File: config.mk
export PLATFORM = sky130hd
export DESIGN_NAME = icache_lru
export DESIGN_NICKNAME = d
export VERILOG_FILES = /design/src/rtl/icache_pkg.sv /design/src/rtl/icache_lru.sv
export SDC_FILE = /design/constraint.sdc
export NUM_CORES = 1
export LEC_CHECK = 0
export BUFFER_PORTS_ARGS = -buffer_cell sky130_fd_sc_hd__buf_2
export CAP_MARGIN = 25
export CORE_MARGIN = 2
export CORE_UTILIZATION = 30
export CTS_BUF_LIST = sky130_fd_sc_hd__clkbuf_4 sky130_fd_sc_hd__clkbuf_8
export DETAILED_ROUTE_END_ITERATION = 12
export SYNTH_ARGS = -nofsm -noshare
export SYNTH_HDL_FRONTEND = slang
export SYNTH_SLANG_ARGS = --single-unit
File: constraint.sdc
create_clock -name clk -period 1.5 [get_ports clk]
set_input_delay 0.075 -clock clk [delete_from_list [all_inputs] [get_ports clk]]
set_output_delay 0.075 -clock clk [all_outputs]
set_load 0.005 [all_outputs]
File: src/rtl/icache_pkg.sv
package icache_pkg;

    // cache geometry
    localparam int ADDR_W   = 32;   // fetch address width
    localparam int INDEX_W  = 6;    // 64 sets
    localparam int OFFSET_W = 6;    // 64-byte line
    localparam int TAG_W    = ADDR_W - INDEX_W - OFFSET_W;  // 20 bits
    localparam int LINE_W   = 512;
    localparam int FETCH_W  = 64;   // two instructions per fetch
    localparam int WAYS     = 2;
    localparam int SETS     = 1 << INDEX_W;

    // burst length codes, n means n+1 beats on the bus
    localparam logic [7:0] RLEN_LINE     = 8'd15;
    localparam logic [7:0] RLEN_UNCACHED = 8'd1;

    typedef logic [ADDR_W-1:0]  addr_t;
    typedef logic [INDEX_W-1:0] index_t;
    typedef logic [TAG_W-1:0]   tag_t;
    typedef logic [LINE_W-1:0]  line_t;
    typedef logic [FETCH_W-1:0] fetch_t;

    // valid flag sits above the tag, 21 bits in all
    typedef struct packed {
        logic valid;
        tag_t tag;
    } tagv_t;

endpackage

File: src/rtl/icache_lru.sv
`timescale 1ns/1ps

module icache_lru
    import icache_pkg::*;
(
    input  logic   clk,
    input  logic   rstn,
    input  index_t i_index,
    input  logic   i_update,
    input  logic   i_used_way,
    output logic   o_victim_way
);

    // one bit per set, names the most recently used way
    logic [SETS-1:0] mru;

    always_ff @(posedge clk) begin
        if (!rstn) begin
            mru <= '0;
        end else if (i_update) begin
            mru[i_index] <= i_used_way;
        end
    end

    // with two ways the victim is simply the other one
    assign o_victim_way = ~mru[i_index];

endmodule

==> flow_summary.json <==
{
  "synth_top_family_by_area": "compound AO/OA/AOI/OAI gates",
  "fin_crit_sh": 1.279,
  "r2r_slack_ns": 0.78,
  "seq_area_frac_synth": 0.3710,
  "dieArea_um2": 12390,
  "first_pass_iters": 4,
  "critPathCaptureType": "output port",
  "start_kind": "flip-flop",
  "finalCriticalPeriod_ns": 1.919,
  "tightest_slew_ns": 0.5002,
  "ys_types": 50,
  "critPathKind": "flip-flop to output port",
  "layout_commonest_cell": "nand3_1",
  "violations": "setup timing",
  "max_slew_margin": 0.6665,
  "drt_iter0_markers": 226,
  "die_w_um": 111.3,
  "ctsRootBufferMaster": "clkbuf_8",
  "hold_class": "primary input to flip-flop",
  "critPathBufInv": 1,
  "synth_area_per_cell_um2": 8.485,
  "io_pins": 11,
  "dp_hpwl_mm": 7.474,
  "ant_nets": 0,
  "grtUsageTotal": 0.1775,
  "synth_seq_cells": 64,
  "routed_wirelength_mm": 10.84,
  "cp_max_fo": 2,
  "grt_pass1_wl_mm": 17.37,
  "drive_gt1_frac": 0.2783,
  "num_rows": 39,
  "rsz0062_at_grt": "yes",
  "synthXorXnorAreaFrac": 0,
  "dpl.cell_count": 587,
  "vias_per_cell": 5.619,
  "cts_buffers": 9,
  "multi_input_area_um2": 2007,
  "initial_core_util": 0.3050,
  "outcome": "finished with violations",
  "vdd_ir_drop_max_v": 0.0003438,
  "syn_nets": 417,
  "maxSlewViolCount": 0,
  "final_cell_mix": "nand3_1, o21ai_0, buf_4",
  "cts_setup_buffers": 0,
  "syn2layout_area_growth_pct": 22.72,
  "core_area_um2": 11320,
  "overflow": 0,
  "seq_area_um2": 1290,
  "clk_pin_slew_ns": 0.08,
  "drv_cap": 0,
  "crit_arrival_ns": 1.84,
  "nets": 465,
  "cts_max_level": 3,
  "async_flop_share": 0,
  "clk_latency_ns": 0.35,
  "synth-edff-count": 0,
  "antenna_found_initial": 0,
  "vias": 3388,
  "total_power_mw": 3.567,
  "yosysWarnings": 0,
  "cts_tree": "done",
  "setup_violations": 1,
  "synthAdderAreaFrac": 0,
  "die_h_um": 111.3,
  "synth_compound_area_frac": 0.2913,
  "cts_sinks": 64,
  "clk_path_buf_depth": 2,
  "antennaDiodeCount": 0,
  "nFillCells": 1175,
  "io_buffers": 10,
  "fin_skew_ns": 0,
  "p_leak_nw": 1.417,
  "slowest_delay_ns": 0.36,
  "synth_ff_type": "dfxtp_1",
  "syn_inst": 407,
  "critical-path-top-delay-family": "simple AND/OR/NAND/NOR gates",
  "grt_pass1_vias": 3204,
  "grt_max_degree": 65,
  "wl_per_cell_um": 17.97,
  "gp_congestion": 0.9073,
  "largest_reg_flops": 64,
  "synth.cell_area_um2": 3453,
  "hold_violations": 0,
  "setup_ws_ns": -0.4186,
  "cp_slowest_cell": "a2111oi_4",
  "muxShareOfSynthArea": 0.05072,
  "crit_required_ns": 1.42,
  "preCtsSetupSlack_ns": -0.2908,
  "reg_top3": "mru x64",
  "finalNonFillerCells": 603,
  "drc": 0,
  "yosys.area_share.simple": 0.2268,
  "p_per_area_nw_per_um2": 841.8,
  "top_register": "mru",
  "fmax_mhz": 521.2,
  "utilization": 0.3743,
  "cp_cell_sequence": "mux4_2 > nand2_1 > and3_4 > a2111oi_4 > nand4b_1 > buf_2"
}
## report_power, final
part | internal [mW] | switching, mW
combinational | 0.199 | 0.287
sequential | 1.70 | 0.00358
clock | 0.645 | 0.727
## layer usage
layer | up-vias | track usage | part of all wire
met5 | - | 0 | 0
met4 | 0 | 0.08148 | 0.032
met3 | 27 | 0.02734 | 0.061
met2 | 131 | 0.2809 | 0.46
met1 | 1624 | 0.2381 | 0.44
li1 | 1606 | - | -
## final timing paths
path                                  from  cells past startpoint           end
worst max-delay path               mru[13]                      6  o_victim_way
worst min-delay path            i_used_way                      3       mru[31]
worst min register to register     mru[23]                      2       mru[23]
worst max register to register     mru[17]                      2       mru[17]
## worst reg2reg max path, delay by kind of cell, from the launching register on
kind,cells,cell delay (ns)
flip-flops,1,0.38
AO/OA/AOI/OAI,2,0.27
## cells by family (layout without fill, tap and decap cells)
kind of cell	Yosys count	count (layout)
AO/OA/AOI/OAI	155	155
AND/OR/NAND/NOR	138	138
flip-flops	64	64
buffers and inverters	40	93
multiplexers	10	10
## Yosys cell counts (4+ instances only)
cell | count | area (µm²)
a21boi_0 | 58 | 435.4
a21boi_1 | 6 | 45.04
and3b_1 | 5 | 43.79
buf_2 | 7 | 35.03
buf_4 | 4 | 30.03
clkbuf_1 | 20 | 75.07
dfxtp_1 | 64 | 1281
mux2i_1 | 4 | 40.04
mux4_2 | 6 | 135.1
nand2_1 | 11 | 41.29
nand3_1 | 69 | 345.3
nor2_1 | 7 | 26.28
nor2_2 | 4 | 25.02
nor2b_1 | 4 | 25.02
nor3_1 | 7 | 35.03
nor3b_1 | 8 | 60.06
o21ai_0 | 68 | 340.3
o221ai_1 | 4 | 35.03
## stage by stage
stage	cell area, µm²	hold WS, ns	TNS [ns]
final	4238	0.1746	-0.4186
after CTS	4208	0.1617	-0.4641
after detailed placement	4004	0.4664	-3.105
after global routing	4238	0.2054	-0.4819
after global placement	4004	0.4664	-2.075
after floorplan	3453	0.4116	0
## final cells by class
cell class / count / area share
Timing Repair Buffer: 74 / 0.1340
Clock buffer: 10 / 0.03248
Clock inverter: 6 / 0.01063
Multi-Input combinational cell: 303 / 0.4736
Sequential cell: 64 / 0.3044
Tap cell: 143 / 0.04222
Inverter: 3 / 0.002657
## what timing repair did
action,CTS,global route
pin swaps,4,3
hold buffers,0,0
setup endpoints to repair,1,1
endpoints found under the hold margin,0,0
gates resized for setup,3,11
(Power assumes the default switching activity.)
