**config.mk**
```make
export PLATFORM = sky130hd
export DESIGN_NAME = icache_sram
export DESIGN_NICKNAME = d
export VERILOG_FILES = /design/src/rtl/icache_pkg.sv /design/src/rtl/icache_sram.sv
export SDC_FILE = /design/constraint.sdc
export NUM_CORES = 1
export LEC_CHECK = 0
export ABC_CLOCK_PERIOD_IN_PS = 4700
export BUFFER_PORTS_ARGS = -buffer_cell sky130_fd_sc_hd__buf_2
export CAP_MARGIN = 20
export CORE_MARGIN = 4
export CORE_UTILIZATION = 39
export CTS_BUF_LIST = sky130_fd_sc_hd__clkbuf_2 sky130_fd_sc_hd__clkbuf_4 sky130_fd_sc_hd__clkbuf_8
export DETAILED_ROUTE_END_ITERATION = 12
export GPL_ROUTABILITY_DRIVEN = 0
export SYNTH_ARGS = -nofsm -noshare
export SYNTH_HDL_FRONTEND = slang
export SYNTH_SLANG_ARGS = --single-unit
```
**constraint.sdc**
```tcl
create_clock -name clk -period 4.7 [get_ports clk]
set_input_delay 0.94 -clock clk [delete_from_list [all_inputs] [get_ports clk]]
set_output_delay 0.94 -clock clk [all_outputs]
set_load 0.01 [all_outputs]
```
**src/rtl/icache_pkg.sv**
```systemverilog
package icache_pkg;

    // cache geometry
    localparam int ADDR_W   = 32;   // fetch address width
    localparam int INDEX_W  = 6;    // 64 sets
    localparam int OFFSET_W = 6;    // 64-byte line
    localparam int TAG_W    = ADDR_W - INDEX_W - OFFSET_W;  // 20 bits
    localparam int LINE_W   = 512;
    localparam int FETCH_W  = 64;   // two instructions per fetch
    localparam int WAYS     = 2;
    localparam int SETS     = 1 << INDEX_W;

    // burst length codes, n means n+1 beats on the bus
    localparam logic [7:0] RLEN_LINE     = 8'd15;
    localparam logic [7:0] RLEN_UNCACHED = 8'd1;

    typedef logic [ADDR_W-1:0]  addr_t;
    typedef logic [INDEX_W-1:0] index_t;
    typedef logic [TAG_W-1:0]   tag_t;
    typedef logic [LINE_W-1:0]  line_t;
    typedef logic [FETCH_W-1:0] fetch_t;

    // valid flag sits above the tag, 21 bits in all
    typedef struct packed {
        logic valid;
        tag_t tag;
    } tagv_t;

endpackage

```
**src/rtl/icache_sram.sv**
```systemverilog
`timescale 1ns/1ps

module icache_sram
    import icache_pkg::*;
#(
    parameter type entry_t     = tagv_t,
    parameter bit  RESET_CLEAR = 1'b0   // clear every entry while rstn is low
) (
    input  logic   clk,
    input  logic   rstn,
    input  index_t i_raddr,
    input  index_t i_waddr,
    input  logic   i_we,
    input  entry_t i_wdata,
    output entry_t o_rdata
);

    entry_t mem [SETS];

    always_ff @(posedge clk) begin
        if (RESET_CLEAR && !rstn) begin
            for (int i = 0; i < SETS; i++) begin
                mem[i] <= '0;   // valid flags start low
            end
        end else if (i_we) begin
            mem[i_waddr] <= i_wdata;
        end
    end

    // registered read, data one cycle after the index
    always_ff @(posedge clk) begin
        o_rdata <= mem[i_raddr];
    end

endmodule

```
==> flow_metrics.tcl <==
set metrics [dict create \
    ir_worst_vdd_uv 279 \
    grt_pass1_vias 25200 \
    tritoncts "built" \
    drv_slew 0 \
    ys_ff_latch 1365 \
    area_growth_syn_to_layout_pct 14.1 \
    grt_pass1_wl_mm 179 \
    ios 57 \
    die_area_um2 138000 \
    cts-htree-levels 4 \
    io_buffers 55 \
    antenna_found_initial 11 \
    insertion_delay_ps 910 \
    async_reset_ff_share_pct 0 \
    arrival_ps 3690 \
    synthMuxAreaShare_pct 16.6 \
    synth_edf_count 1344 \
    r2r_slack_ps 2360 \
    worstHoldPathCells 1 \
    initial_core_util_pct 39.3 \
    synth_top_area_share_pct 78.0 \
    routed_wl_mm 125 \
    yosys.area_share.simple_pct 1.46 \
    drive_gt1_share_pct 35.4 \
    worstHoldStart "i_wdata[13]" \
    mostFrequentLayoutCells "1344 x edfxtp_1, 356 x mux4_2, 213 x clkbuf_8" \
    max_freq_mhz 352 \
    finalSetupTns_ps 0 \
    power.net_switching_w 0.00533 \
    period_share_pct 60.5 \
    syn-num-nets 2226 \
    synth_fa_ha_area_share_pct 0 \
    yosys-top-cells-area "edfxtp_1 78%, mux4_2 16%, mux2i_1 0.99%" \
    clk_pin_slew_ps 60 \
    synth_top_family_by_area "multiplexers" \
    numCtsBuffers 206 \
    slew-limit-headroom_pct 40.1 \
    worstMarginPinSlew_ps 896 \
    timing.critical_path.to_type "flip-flop" \
    r2r_end "o_rdata[18]" \
    drc 0 \
    p_int_w 0.0188 \
    route.detailed.wl_per_inst_um 28.5 \
    dp_hpwl_mm 70.4 \
    worstHoldEndpoint "mem[12][13]" \
    nets 2507 \
    dp_slack_ps 946 \
    cts_buffer_depth 3 \
    place_inst 4012 \
    rsz0062_at_grt "no" \
    die_y_um 372 \
    final_common_cell "edfxtp_1" \
    fin_cells 4401 \
    syn_area_um2 51700 \
    synth_compound_area_share_pct 1.88 \
    post_cts_buffers 0 \
    clockPowerShare_pct 38.8 \
    powerDensity_nw_per_um2 408 \
    dr.pass1.iters 6 \
    clockRootBuffer "clkbuf_8" \
    clock_sinks 1365 \
    cts_resized 0 \
    synthFlopType "edfxtp_1" \
    drtIter0Drc 2349 \
    min_path_type "input pin to flip-flop" \
    grt_start_max_net_pins 81 \
    hold_viol 0 \
    worstPathRequired_ps 5540 \
    cp-start-kind "input pin" \
    switching_share_pct 22.1 \
    synthXorXnorAreaFrac_pct 0 \
    synth_top_area_cell "edfxtp_1" \
    worstSetupPathType "input pin to flip-flop" \
    pwr-share-comb_pct 5.1 \
    maxCapViolCount 0 \
    setup_slack_ps 1860 \
    track_usage_pct 18.3 \
    reg2regPathDepth 5 \
    r2r-start "mem[9][18]" \
    cts_hold_buf 0 \
    synth_warnings 0 \
    setup_viol 0 \
    crit_fanout 28 \
    num_vias 24300 \
    ys_types 35 \
    grt_remaining_overflow 0 \
    core_um2 132000 \
    status "finished, final reports clean" \
    synth_cells 2190 \
    yosysSeqAreaShare_pct 78.9 \
    rows 133 \
    leakage_nw 18.4 \
    route.antenna.remaining_nets 0 \
    finalClockSkew_ps 49.1 \
    die_w_um 372 \
    syn_area_per_cell_um2 23.6 \
    avgViaCountPerCell 5.51 \
    layout_min_cycle_time_ps 2840 \
    p_seq_share_pct 56.1 \
]
power by group through the flow:
stage                     registers, W  clock network (W)  logic (W)
final                           0.0135            0.00934    0.00123
after global placement          0.0138                  0    0.00121
after floorplan                 0.0138                  0   0.000647
after global routing            0.0135             0.0101    0.00131
after CTS                       0.0135            0.00958    0.00124
after detailed placement        0.0138                  0    0.00123
kinds of logic after synthesis:
kind of cell           after synthesis
multiplexers                       413
buffers and inverters              118
AO/OA/AOI/OAI                      139
AND/OR/NAND/NOR                    155
flip-flops                        1365
worst max path at each step:
stage	startpoint	to	slack [ps]	cells past startpoint
after floorplan	i_waddr[3]	mem[48][0]	1340	4
after global placement	i_raddr[1]	o_rdata[1]	960	6
after detailed placement	i_raddr[1]	o_rdata[1]	950	6
after CTS	i_raddr[1]	o_rdata[1]	1970	6
after global routing	i_raddr[1]	o_rdata[1]	1820	6
final	i_raddr[3]	o_rdata[3]	1860	7
through the flow:
step	total power, W	utilization, %	cell area (µm²)	hold slack, ps
after floorplan	0.0144	-	51700	757
after global placement	0.0150	41.7	54900	800
after detailed placement	0.0150	41.7	54900	800
after CTS	0.0243	44.7	58900	467
after global routing	0.0250	44.8	59000	429
final	0.0241	44.8	59000	481
critical path, cell delays in order:
cell      delay, ps
buf_2           670
buf_4           300
nand3b_1        600
buf_4           310
o221ai_1        320
o31ai_1         350
buf_4           150
routing by layer:
metal,wire length (µm),part of all wire (%),track usage [%]
met5,63,0.050,0
met3,10500,8.4,4.92
met4,3930,3.1,6.38
met2,61200,49,29.5
met1,49600,40,24.0
area by class of cell:
type / count / area, µm²
Fill cell: 11000 / 72600
Sequential cell: 1365 / 40800
Multi-Input combinational cell: 707 / 10500
Clock buffer: 281 / 3440
Tap cell: 1755 / 2200
Timing Repair Buffer: 191 / 1550
Clock inverter: 98 / 527
Antenna cell: 4 / 10.0
registers in the layout (all words and copies together) (netlist names):
| name | cells |
|---|---|
| mem | 1344 |
| o_rdata | 21 |
cell usage after synthesis (8+ instances only):
cell and count:
edfxtp_1 1344, mux4_2 356, nor2_1 73, clkbuf_1 53, mux2i_1 51, o221ai_1 34, buf_4 28, nor2b_1 25
buf_2 24, dfxtp_1 21, o21ai_0 21, o31ai_1 20, o22ai_1 18, a22oi_1 16, nand2_1 16, a211oi_1 14
a21oi_1 14, nand3_1 9, buf_1 8
(Power assumes the default switching activity.)
