===== config.mk =====
export PLATFORM = sky130hd
export DESIGN_NAME = icache_ctrl
export DESIGN_NICKNAME = d
export VERILOG_FILES = /design/src/rtl/icache_pkg.sv /design/src/rtl/icache_ctrl.sv
export SDC_FILE = /design/constraint.sdc
export NUM_CORES = 1
export LEC_CHECK = 0
export ABC_AREA = 1
export BUFFER_PORTS_ARGS = -buffer_cell sky130_fd_sc_hd__buf_2
export CAP_MARGIN = 20
export CORE_AREA = 3 3 661 663
export CTS_BUF_LIST = sky130_fd_sc_hd__clkbuf_8
export DETAILED_ROUTE_END_ITERATION = 12
export DIE_AREA = 0 0 664 666
export GPL_TIMING_DRIVEN = 0
export PLACE_DENSITY = 0.32
export REMOVE_ABC_BUFFERS = 1
export SLEW_MARGIN = 30
export SYNTH_ARGS = -nofsm -noshare
export SYNTH_HDL_FRONTEND = slang
export SYNTH_SLANG_ARGS = --single-unit

===== constraint.sdc =====
create_clock -name clk -period 32.8 [get_ports clk]
set_clock_uncertainty 0.1 [all_clocks]
set_input_delay 1.64 -clock clk [delete_from_list [all_inputs] [get_ports clk]]
set_output_delay 1.64 -clock clk [all_outputs]
set_load 0.005 [all_outputs]

===== src/rtl/icache_pkg.sv =====
package icache_pkg;

    // cache geometry
    localparam int ADDR_W   = 32;   // fetch address width
    localparam int INDEX_W  = 6;    // 64 sets
    localparam int OFFSET_W = 6;    // 64-byte line
    localparam int TAG_W    = ADDR_W - INDEX_W - OFFSET_W;  // 20 bits
    localparam int LINE_W   = 512;
    localparam int FETCH_W  = 64;   // two instructions per fetch
    localparam int WAYS     = 2;
    localparam int SETS     = 1 << INDEX_W;

    // burst length codes, n means n+1 beats on the bus
    localparam logic [7:0] RLEN_LINE     = 8'd15;
    localparam logic [7:0] RLEN_UNCACHED = 8'd1;

    typedef logic [ADDR_W-1:0]  addr_t;
    typedef logic [INDEX_W-1:0] index_t;
    typedef logic [TAG_W-1:0]   tag_t;
    typedef logic [LINE_W-1:0]  line_t;
    typedef logic [FETCH_W-1:0] fetch_t;

    // valid flag sits above the tag, 21 bits in all
    typedef struct packed {
        logic valid;
        tag_t tag;
    } tagv_t;

endpackage


===== src/rtl/icache_ctrl.sv =====
`timescale 1ns/1ps

module icache_ctrl
    import icache_pkg::*;
(
    input  logic       clk,
    input  logic       rstn,
    // pipeline request
    input  logic       i_req_valid,
    input  addr_t      i_req_addr,
    input  logic       i_uncache,
    output logic       o_req_ready,
    // hit info from the top
    input  logic       i_hit,
    input  logic       i_hit_way,
    input  logic       i_victim_way,
    // memory side
    input  logic       i_mem_rready,
    input  line_t      i_mem_rdata,
    output logic       o_mem_rvalid,
    output addr_t      o_mem_raddr,
    output logic [7:0] o_mem_rlen,
    // array control
    output index_t     o_rd_index,
    output index_t     o_wr_index,
    output logic [1:0] o_tag_we,
    output logic [1:0] o_data_we,
    output tagv_t      o_wr_tagv,
    output line_t      o_wr_line,
    // lru update
    output logic       o_lru_update,
    output logic       o_lru_way,
    // response
    output logic       o_resp_valid,
    output logic       o_from_refill,
    output line_t      o_refill_line,
    output addr_t      o_req_buf,
    output logic       o_uncache_buf
);

    typedef enum logic [1:0] {
        IDLE,
        LOOKUP,
        MISS,
        REFILL
    } state_t;

    state_t state;
    state_t next_state;

    addr_t  req_buf;        // address of the request in flight
    logic   uncache_buf;
    line_t  ret_buf;        // line (or uncached beat) back from memory

    logic   lookup_hit;
    logic   accept;
    logic   refill_write;
    logic   mem_done;

    // uncached lookups always go to memory, even if the line is resident
    assign lookup_hit   = (state == LOOKUP) && i_hit && !uncache_buf;
    assign o_req_ready  = (state == IDLE) || lookup_hit;
    assign accept       = i_req_valid && o_req_ready;
    assign mem_done     = o_mem_rvalid && i_mem_rready;
    assign refill_write = (state == REFILL) && !uncache_buf;

    always_ff @(posedge clk) begin
        if (!rstn) begin
            state <= IDLE;
        end else begin
            state <= next_state;
        end
    end

    always_comb begin
        next_state = state;
        case (state)
            IDLE: begin
                if (i_req_valid) begin
                    next_state = LOOKUP;
                end
            end
            LOOKUP: begin
                if (!lookup_hit) begin
                    next_state = MISS;
                end else if (!i_req_valid) begin
                    next_state = IDLE;
                end
            end
            MISS: begin
                if (i_mem_rready) begin
                    next_state = REFILL;
                end
            end
            REFILL: begin
                next_state = IDLE;  // arrays settle before the next read
            end
            default: begin
                next_state = IDLE;
            end
        endcase
    end

    // request buffer
    always_ff @(posedge clk) begin
        if (accept) begin
            req_buf <= i_req_addr;
        end
    end

    always_ff @(posedge clk) begin
        if (!rstn) begin
            uncache_buf <= 1'b0;
        end else if (accept) begin
            uncache_buf <= i_uncache;
        end
    end

    // return buffer
    always_ff @(posedge clk) begin
        if (mem_done) begin
            ret_buf <= i_mem_rdata;
        end
    end

    assign o_rd_index = accept ? i_req_addr[OFFSET_W +: INDEX_W] : req_buf[OFFSET_W +: INDEX_W];
    assign o_wr_index = req_buf[OFFSET_W +: INDEX_W];

    // memory request held steady for the whole miss state
    assign o_mem_rvalid = (state == MISS);
    assign o_mem_raddr  = uncache_buf ? {req_buf[ADDR_W-1:3], 3'b000}
                                      : {req_buf[ADDR_W-1:OFFSET_W], {OFFSET_W{1'b0}}};
    assign o_mem_rlen   = uncache_buf ? RLEN_UNCACHED : RLEN_LINE;

    // refill goes into the victim way
    assign o_tag_we  = refill_write ? (i_victim_way ? 2'b10 : 2'b01) : 2'b00;
    assign o_data_we = o_tag_we;

    assign o_wr_tagv.valid = 1'b1;
    assign o_wr_tagv.tag   = req_buf[ADDR_W-1 -: TAG_W];
    assign o_wr_line       = ret_buf;

    assign o_lru_update = lookup_hit || refill_write;
    assign o_lru_way    = lookup_hit ? i_hit_way : i_victim_way;

    assign o_resp_valid  = lookup_hit || (state == REFILL);
    assign o_from_refill = (state == REFILL);
    assign o_refill_line = ret_buf;
    assign o_req_buf     = req_buf;
    assign o_uncache_buf = uncache_buf;

endmodule


==> results.toml, run 1 <==
[outcome]
status = "finished, final reports clean"

[floorplanning]
core_area_sq_um = 431000
die_w_um = 664
die_h_um = 666
top_level_ports = 1692
die_area_sq_um = 442000
core.rowCount = 241
floorplan.initialDensity_pct = 4.88

[layout]
drive_above_1_share_pct = 74.1
nets = 3011
layout_common_cells = "buf_2, edfxtp_1, clkbuf_8"
final_cells = 8299
areaGrowthSynthToFinish_pct = 70.1
fillers = 50000
layout_commonest_cell = "buf_2"

[cts]
cts_made_buffers = 122
htreeDepth = 3
clockRootBuffer = "clkbuf_8"
clk_latency_ns = 0.95
cts_tree = "built"
post_cts_buffers = 0
clock_sinks = 547
clk_pin_slew_worst_paths_ns = 0.06
hold_buffers = 0
cts.repair.resized = 0
ctsLongestPathBuffers = 4

[route]
drt-total-wl_um = 338000
drc = 0
via_count = 16800
wl_per_cell_um = 40.8
final_antenna_net_count = 0
drtIter0Drc = 1469
drtPass1Iterations = 5
routed_via_density = 2.03

[synthesis]
netlist_area_sq_um = 21000
ys_types = 17
syn_inst = 1190
synth-seq-cells = 547
synth_mux_area_share_pct = 0
synth_xor_area_share_pct = 0
synth_simple_gate_area_share_pct = 0.982
synth_top_family_by_area = "buffers and inverters"
ys.warnings.count = 0
synth_adder_area_share_pct = 0
synth_compound_area_share_pct = 0.107
synth.avg_cell_area_sq_um = 17.7
yosysSeqAreaShare_pct = 78.0

[global_routing]
overflow = 0
grt_start_max_net_pins = 39
grt_first_pass_wirelength_um = 374000
grt_use_total_pct = 14.7
antenna_found_initial = 181
first_global_vias = 16700

[place]
dp_hpwl_um = 317000
io_buffers = 1682
gp_congestion = 0.945
placedCellCount = 8045

[critical_path]
arrival_ns = 3.36
critPathKind = "in2out"
start_kind = "input port"
path_max_fanout = 38
cp-end-kind = "output port"
required_ns = 31.06

[power_and_ir_drop]
cellPowerDensity_nw_per_um2 = 55.3
p_leak_nw = 13.6
peakVddDrop_mv = 0.0324

[sta]
tns_ns = 0
slew-limit-headroom_pct = 36.5
hold_viol = 0
min_period_over_period_pct = 15.5
setup_viol = 0
max_freq_ghz = 0.196
rsz0062_at_grt = "no"
final_max_slew_viol_count = 0
hold_slack_ns = 0.526
period_needed_ns = 5.10
worstMarginPinSlew_ns = 0.953

[hold_path]
worstHoldPathType = "reg2reg"

[run]
cap_violations = 0
[worst max-delay path, cell delays in order]
cell and delay, ns:
buf_2 0.07, inv_1 0.04, nor2_2 0.12, nand2_4 0.10
nand2_4 0.09, nand2_4 0.10, inv_6 0.41, nand2_1 0.13
nand2_1 0.36, buf_2 0.29
[path summary, 6_finish.rpt]
kind,from,slack (ns),to,depth (start not counted)
max,i_hit,27.70,o_rd_index[3],10
min,o_uncache_buf,0.53,o_uncache_buf,2
max reg2reg,flop,29.42,o_refill_line[246],13
min reg2reg,o_uncache_buf,0.53,o_uncache_buf,2
[synth_stat cells]
cell / number / area share, %
nor2_4: 1 / 0.054
a21boi_0: 1 / 0.036
inv_6: 1 / 0.042
nor2_1: 5 / 0.089
nand3b_1: 1 / 0.036
a21oi_1: 1 / 0.024
edfxtp_1: 544 / 78
nand3_1: 1 / 0.024
inv_2: 1 / 0.018
dfxtp_1: 3 / 0.29
nand2_1: 33 / 0.59
nor2_2: 1 / 0.030
o21ai_0: 2 / 0.048
buf_4: 577 / 21
nand2_4: 3 / 0.16
conb_1: 2 / 0.036
inv_1: 13 / 0.23
[layer usage]
metal | up-vias | share of wire, % | track usage [%]
met2 | 1640 | 45 | 23.3
met1 | 8512 | 32 | 13.7
met4 | 44 | 3.3 | 3.95
met5 | - | 0.082 | 0
met3 | 404 | 20 | 13.3
li1 | 6222 | - | -
[kinds of logic after synthesis]
family,Yosys count
other,2
flip-flops,547
AO/OA/AOI/OAI,4
AND/OR/NAND/NOR,45
buffers and inverters,592
[power by group]
part | switching (mW) | internal, mW | total, mW
Clock | 0.384 | 0.460 | 0.844
Combinational | 0.199 | 0.0789 | 0.278
Sequential | 0.0441 | 0.811 | 0.855
Total | 0.626 | 1.35 | 1.98
[through the flow]
stage | instance area (sq um) | util, % | power (mW) | setup WS [ns]
after floorplan | 16700 | - | 0.899 | 8.62
after global placement | 32300 | 7.49 | 1.20 | -6.32
after detailed placement | 33200 | 7.70 | 1.17 | 27.56
after CTS | 35700 | 8.28 | 2.05 | 27.55
after global routing | 35700 | 8.29 | 2.07 | 27.55
final | 35800 | 8.30 | 1.98 | 27.70
[registers in the layout, indices dropped and copies added, names as in the netlist, named ones only]
| name | cells |
|---|---|
| state | 1 |
| o_refill_line | 512 |
| o_uncache_buf | 1 |
| o_req_buf | 32 |
[cell type report]
cell class / count / area (sq um) / area share, %
sequential: 547 / 16400 / 45.8
timing repair buffer: 1715 / 9300 / 26.0
tap: 5710 / 7140 / 20.0
clock buffer: 123 / 1690 / 4.73
clock inverter: 95 / 820 / 2.29
multi-input combinational: 58 / 270 / 0.755
antenna: 36 / 90.1 / 0.252
inverter: 15 / 61.3 / 0.171
Note: power is estimated with default switching activity, not from simulation.
==> inputs of run 2 (changes only) <==
CORE_AREA = 3 3 656 658   (was 3 3 661 663)
DIE_AREA = 0 0 659 661   (was 0 0 664 666)
PLACE_DENSITY = 0.33   (was 0.32)
clock period = 4.4 ns   (was 32.8 ns; I/O delays follow)
==> results.toml, run 2 (same netlist as run 1, synthesis figures left out) <==
[floorplanning]
core.rowCount = 239
core_area_sq_um = 424000
floorplan.initialDensity_pct = 4.95
die_w_um = 659
die_area_sq_um = 436000
top_level_ports = 1692
die_h_um = 661

[critical_path]
path_max_fanout = 23
arrival_ns = 4.17
required_ns = 4.99
slowest_delay_ns = 0.52
cp_common_cell = "buf_16"
path_cells = "inv_1, nor2_1, inv_1, nor2_4, buf_16, buf_16, buf_16, buf_16, buf_16, buf_16, buf_16, buf_16, buf_16"
reg2reg_slack_ns = 0.82
critPathKind = "reg2reg"
regToRegEndpoint = "o_refill_line[51]"
reg2reg_depth = 13
crit_path_end = "o_refill_line[51]"
start_kind = "flop"
cp-end-kind = "flop"
critPathSlowestCell = "nor2_4"

[hold_path]
worstHoldPathType = "in2reg"

[cts]
clock_sinks = 547
hold_buffers = 1065
clockRootBuffer = "clkbuf_8"
cts_tree = "built"
clk_latency_ns = 0.98
clk_pin_slew_worst_paths_ns = 0.08
cts_made_buffers = 121
post_cts_buffers = 0
ctsLongestPathBuffers = 4
htreeDepth = 3
cts.repair.resized = 0

[route]
final_antenna_net_count = 0
drtIter0Drc = 1599
wl_per_cell_um = 37.3
via_count = 21300
routed_via_density = 2.28
drt-total-wl_um = 348000
drc = 0
drtPass1Iterations = 5

[power_and_ir_drop]
seqPwrFrac_pct = 40.3
p_comb_share_pct = 19.0
p_leak_nw = 18.1
p_switching_mw = 4.95
intPower_mw = 10.8
cellPowerDensity_nw_per_um2 = 337
peakVddDrop_mv = 0.229
switching_share_pct = 31.5
p_total_mw = 15.7
pwr-share-clk_pct = 40.7

[outcome]
status = "finished, final reports clean"

[global_routing]
grt_use_total_pct = 15.4
overflow = 0
grt_start_max_net_pins = 39
first_global_vias = 21500
antenna_found_initial = 155
grt_first_pass_wirelength_um = 392000

[place]
io_buffers = 1682
placedCellCount = 8005
dp_hpwl_um = 321000
gp_congestion = 0.909

[layout]
nets = 4082
fin_util_pct = 11.0
final_cells = 9345
areaGrowthSynthToFinish_pct = 122
drive_above_1_share_pct = 52.4
layout_common_cells = "buf_2, dlygate4sd3_1, edfxtp_1"
fillers = 48600
largest_reg_flops = 512
layout_commonest_cell = "buf_2"

[sta]
final_max_slew_viol_count = 0
hold_viol = 0
max_freq_ghz = 0.280
slew-limit-headroom_pct = 45.3
tns_ns = 0
setup_viol = 0
period_needed_ns = 3.58
worstMarginPinSlew_ns = 0.821
rsz0062_at_grt = "no"
min_period_over_period_pct = 81.3

[run]
cap_violations = 0
-- run 2: changes by cell type in the layout (fill, tap and decap cells not counted), sizes merged --
| cell | before | now |
|---|---|---|
| buf | 1715 | 1722 |
| bufinv | 14 | 15 |
| clkbuf | 123 | 122 |
| clkinv | 47 | 35 |
| clkinvlp | 11 | 9 |
| diode | 36 | 64 |
| dlygate4sd3 | 0 | 1065 |
| inv | 38 | 45 |
-- run 2: how the worst min path moves through the flow --
stage | to | slack, ns | startpoint | cells past startpoint
floorplan | state[0] | 0.22 | rstn | 2
global placement | o_refill_line[457] | 0.30 | i_mem_rdata[457] | 1
detailed placement | o_refill_line[105] | 0.30 | i_mem_rdata[105] | 1
CTS | o_refill_line[12] | 0.008 | i_mem_rready | 4
global route | o_refill_line[486] | 0.06 | i_mem_rdata[486] | 2
finish | o_refill_line[494] | 0.12 | i_mem_rdata[494] | 2
-- run 2: stage by stage --
step                cell area [sq um]  setup WS (ns)  hold slack [ns]
floorplan                       16700         -18.97            0.218
global placement                32200         -34.10            0.296
detailed placement              33300          0.812            0.298
CTS                             46500          0.757          0.00808
global route                    46500          0.618           0.0624
finish                          46600          0.825            0.116
-- run 2: power groups by stage --
stage | sequential (mW) | combinational, mW | clock, mW
after floorplan | 6.55 | 0.148 | 0
after global placement | 6.90 | 1.97 | 0
after detailed placement | 6.44 | 2.21 | 0
after CTS | 6.34 | 3.11 | 6.81
after global routing | 6.34 | 3.20 | 6.91
final | 6.32 | 2.99 | 6.39
-- run 2: worst max-delay path, delay by kind of cell, from the launching register on --
kind          cells  cell delay (ns)
buf+inv          11             1.97
flops             1             0.40
simple gates      2             0.69
-- run 2: area by class of cell --
cell class	count	area [sq um]	share of cell area, %
antenna	64	160	0.344
clock buffer	122	1680	3.60
clock inverter	89	820	1.76
inverter	15	61.3	0.132
multi-input combinational	58	270	0.580
sequential	547	16400	35.2
tap	5663	7090	15.2
timing repair buffer	2787	20100	43.2
-- run 2: metal layers --
layer  GRT usage, %  wire (um)  vias up
met5              0        145        -
met4           4.19      11700       22
met3           13.0      66900      453
met2           24.5     155000     1784
met1           14.8     114000    10700
li1               -          -     8378
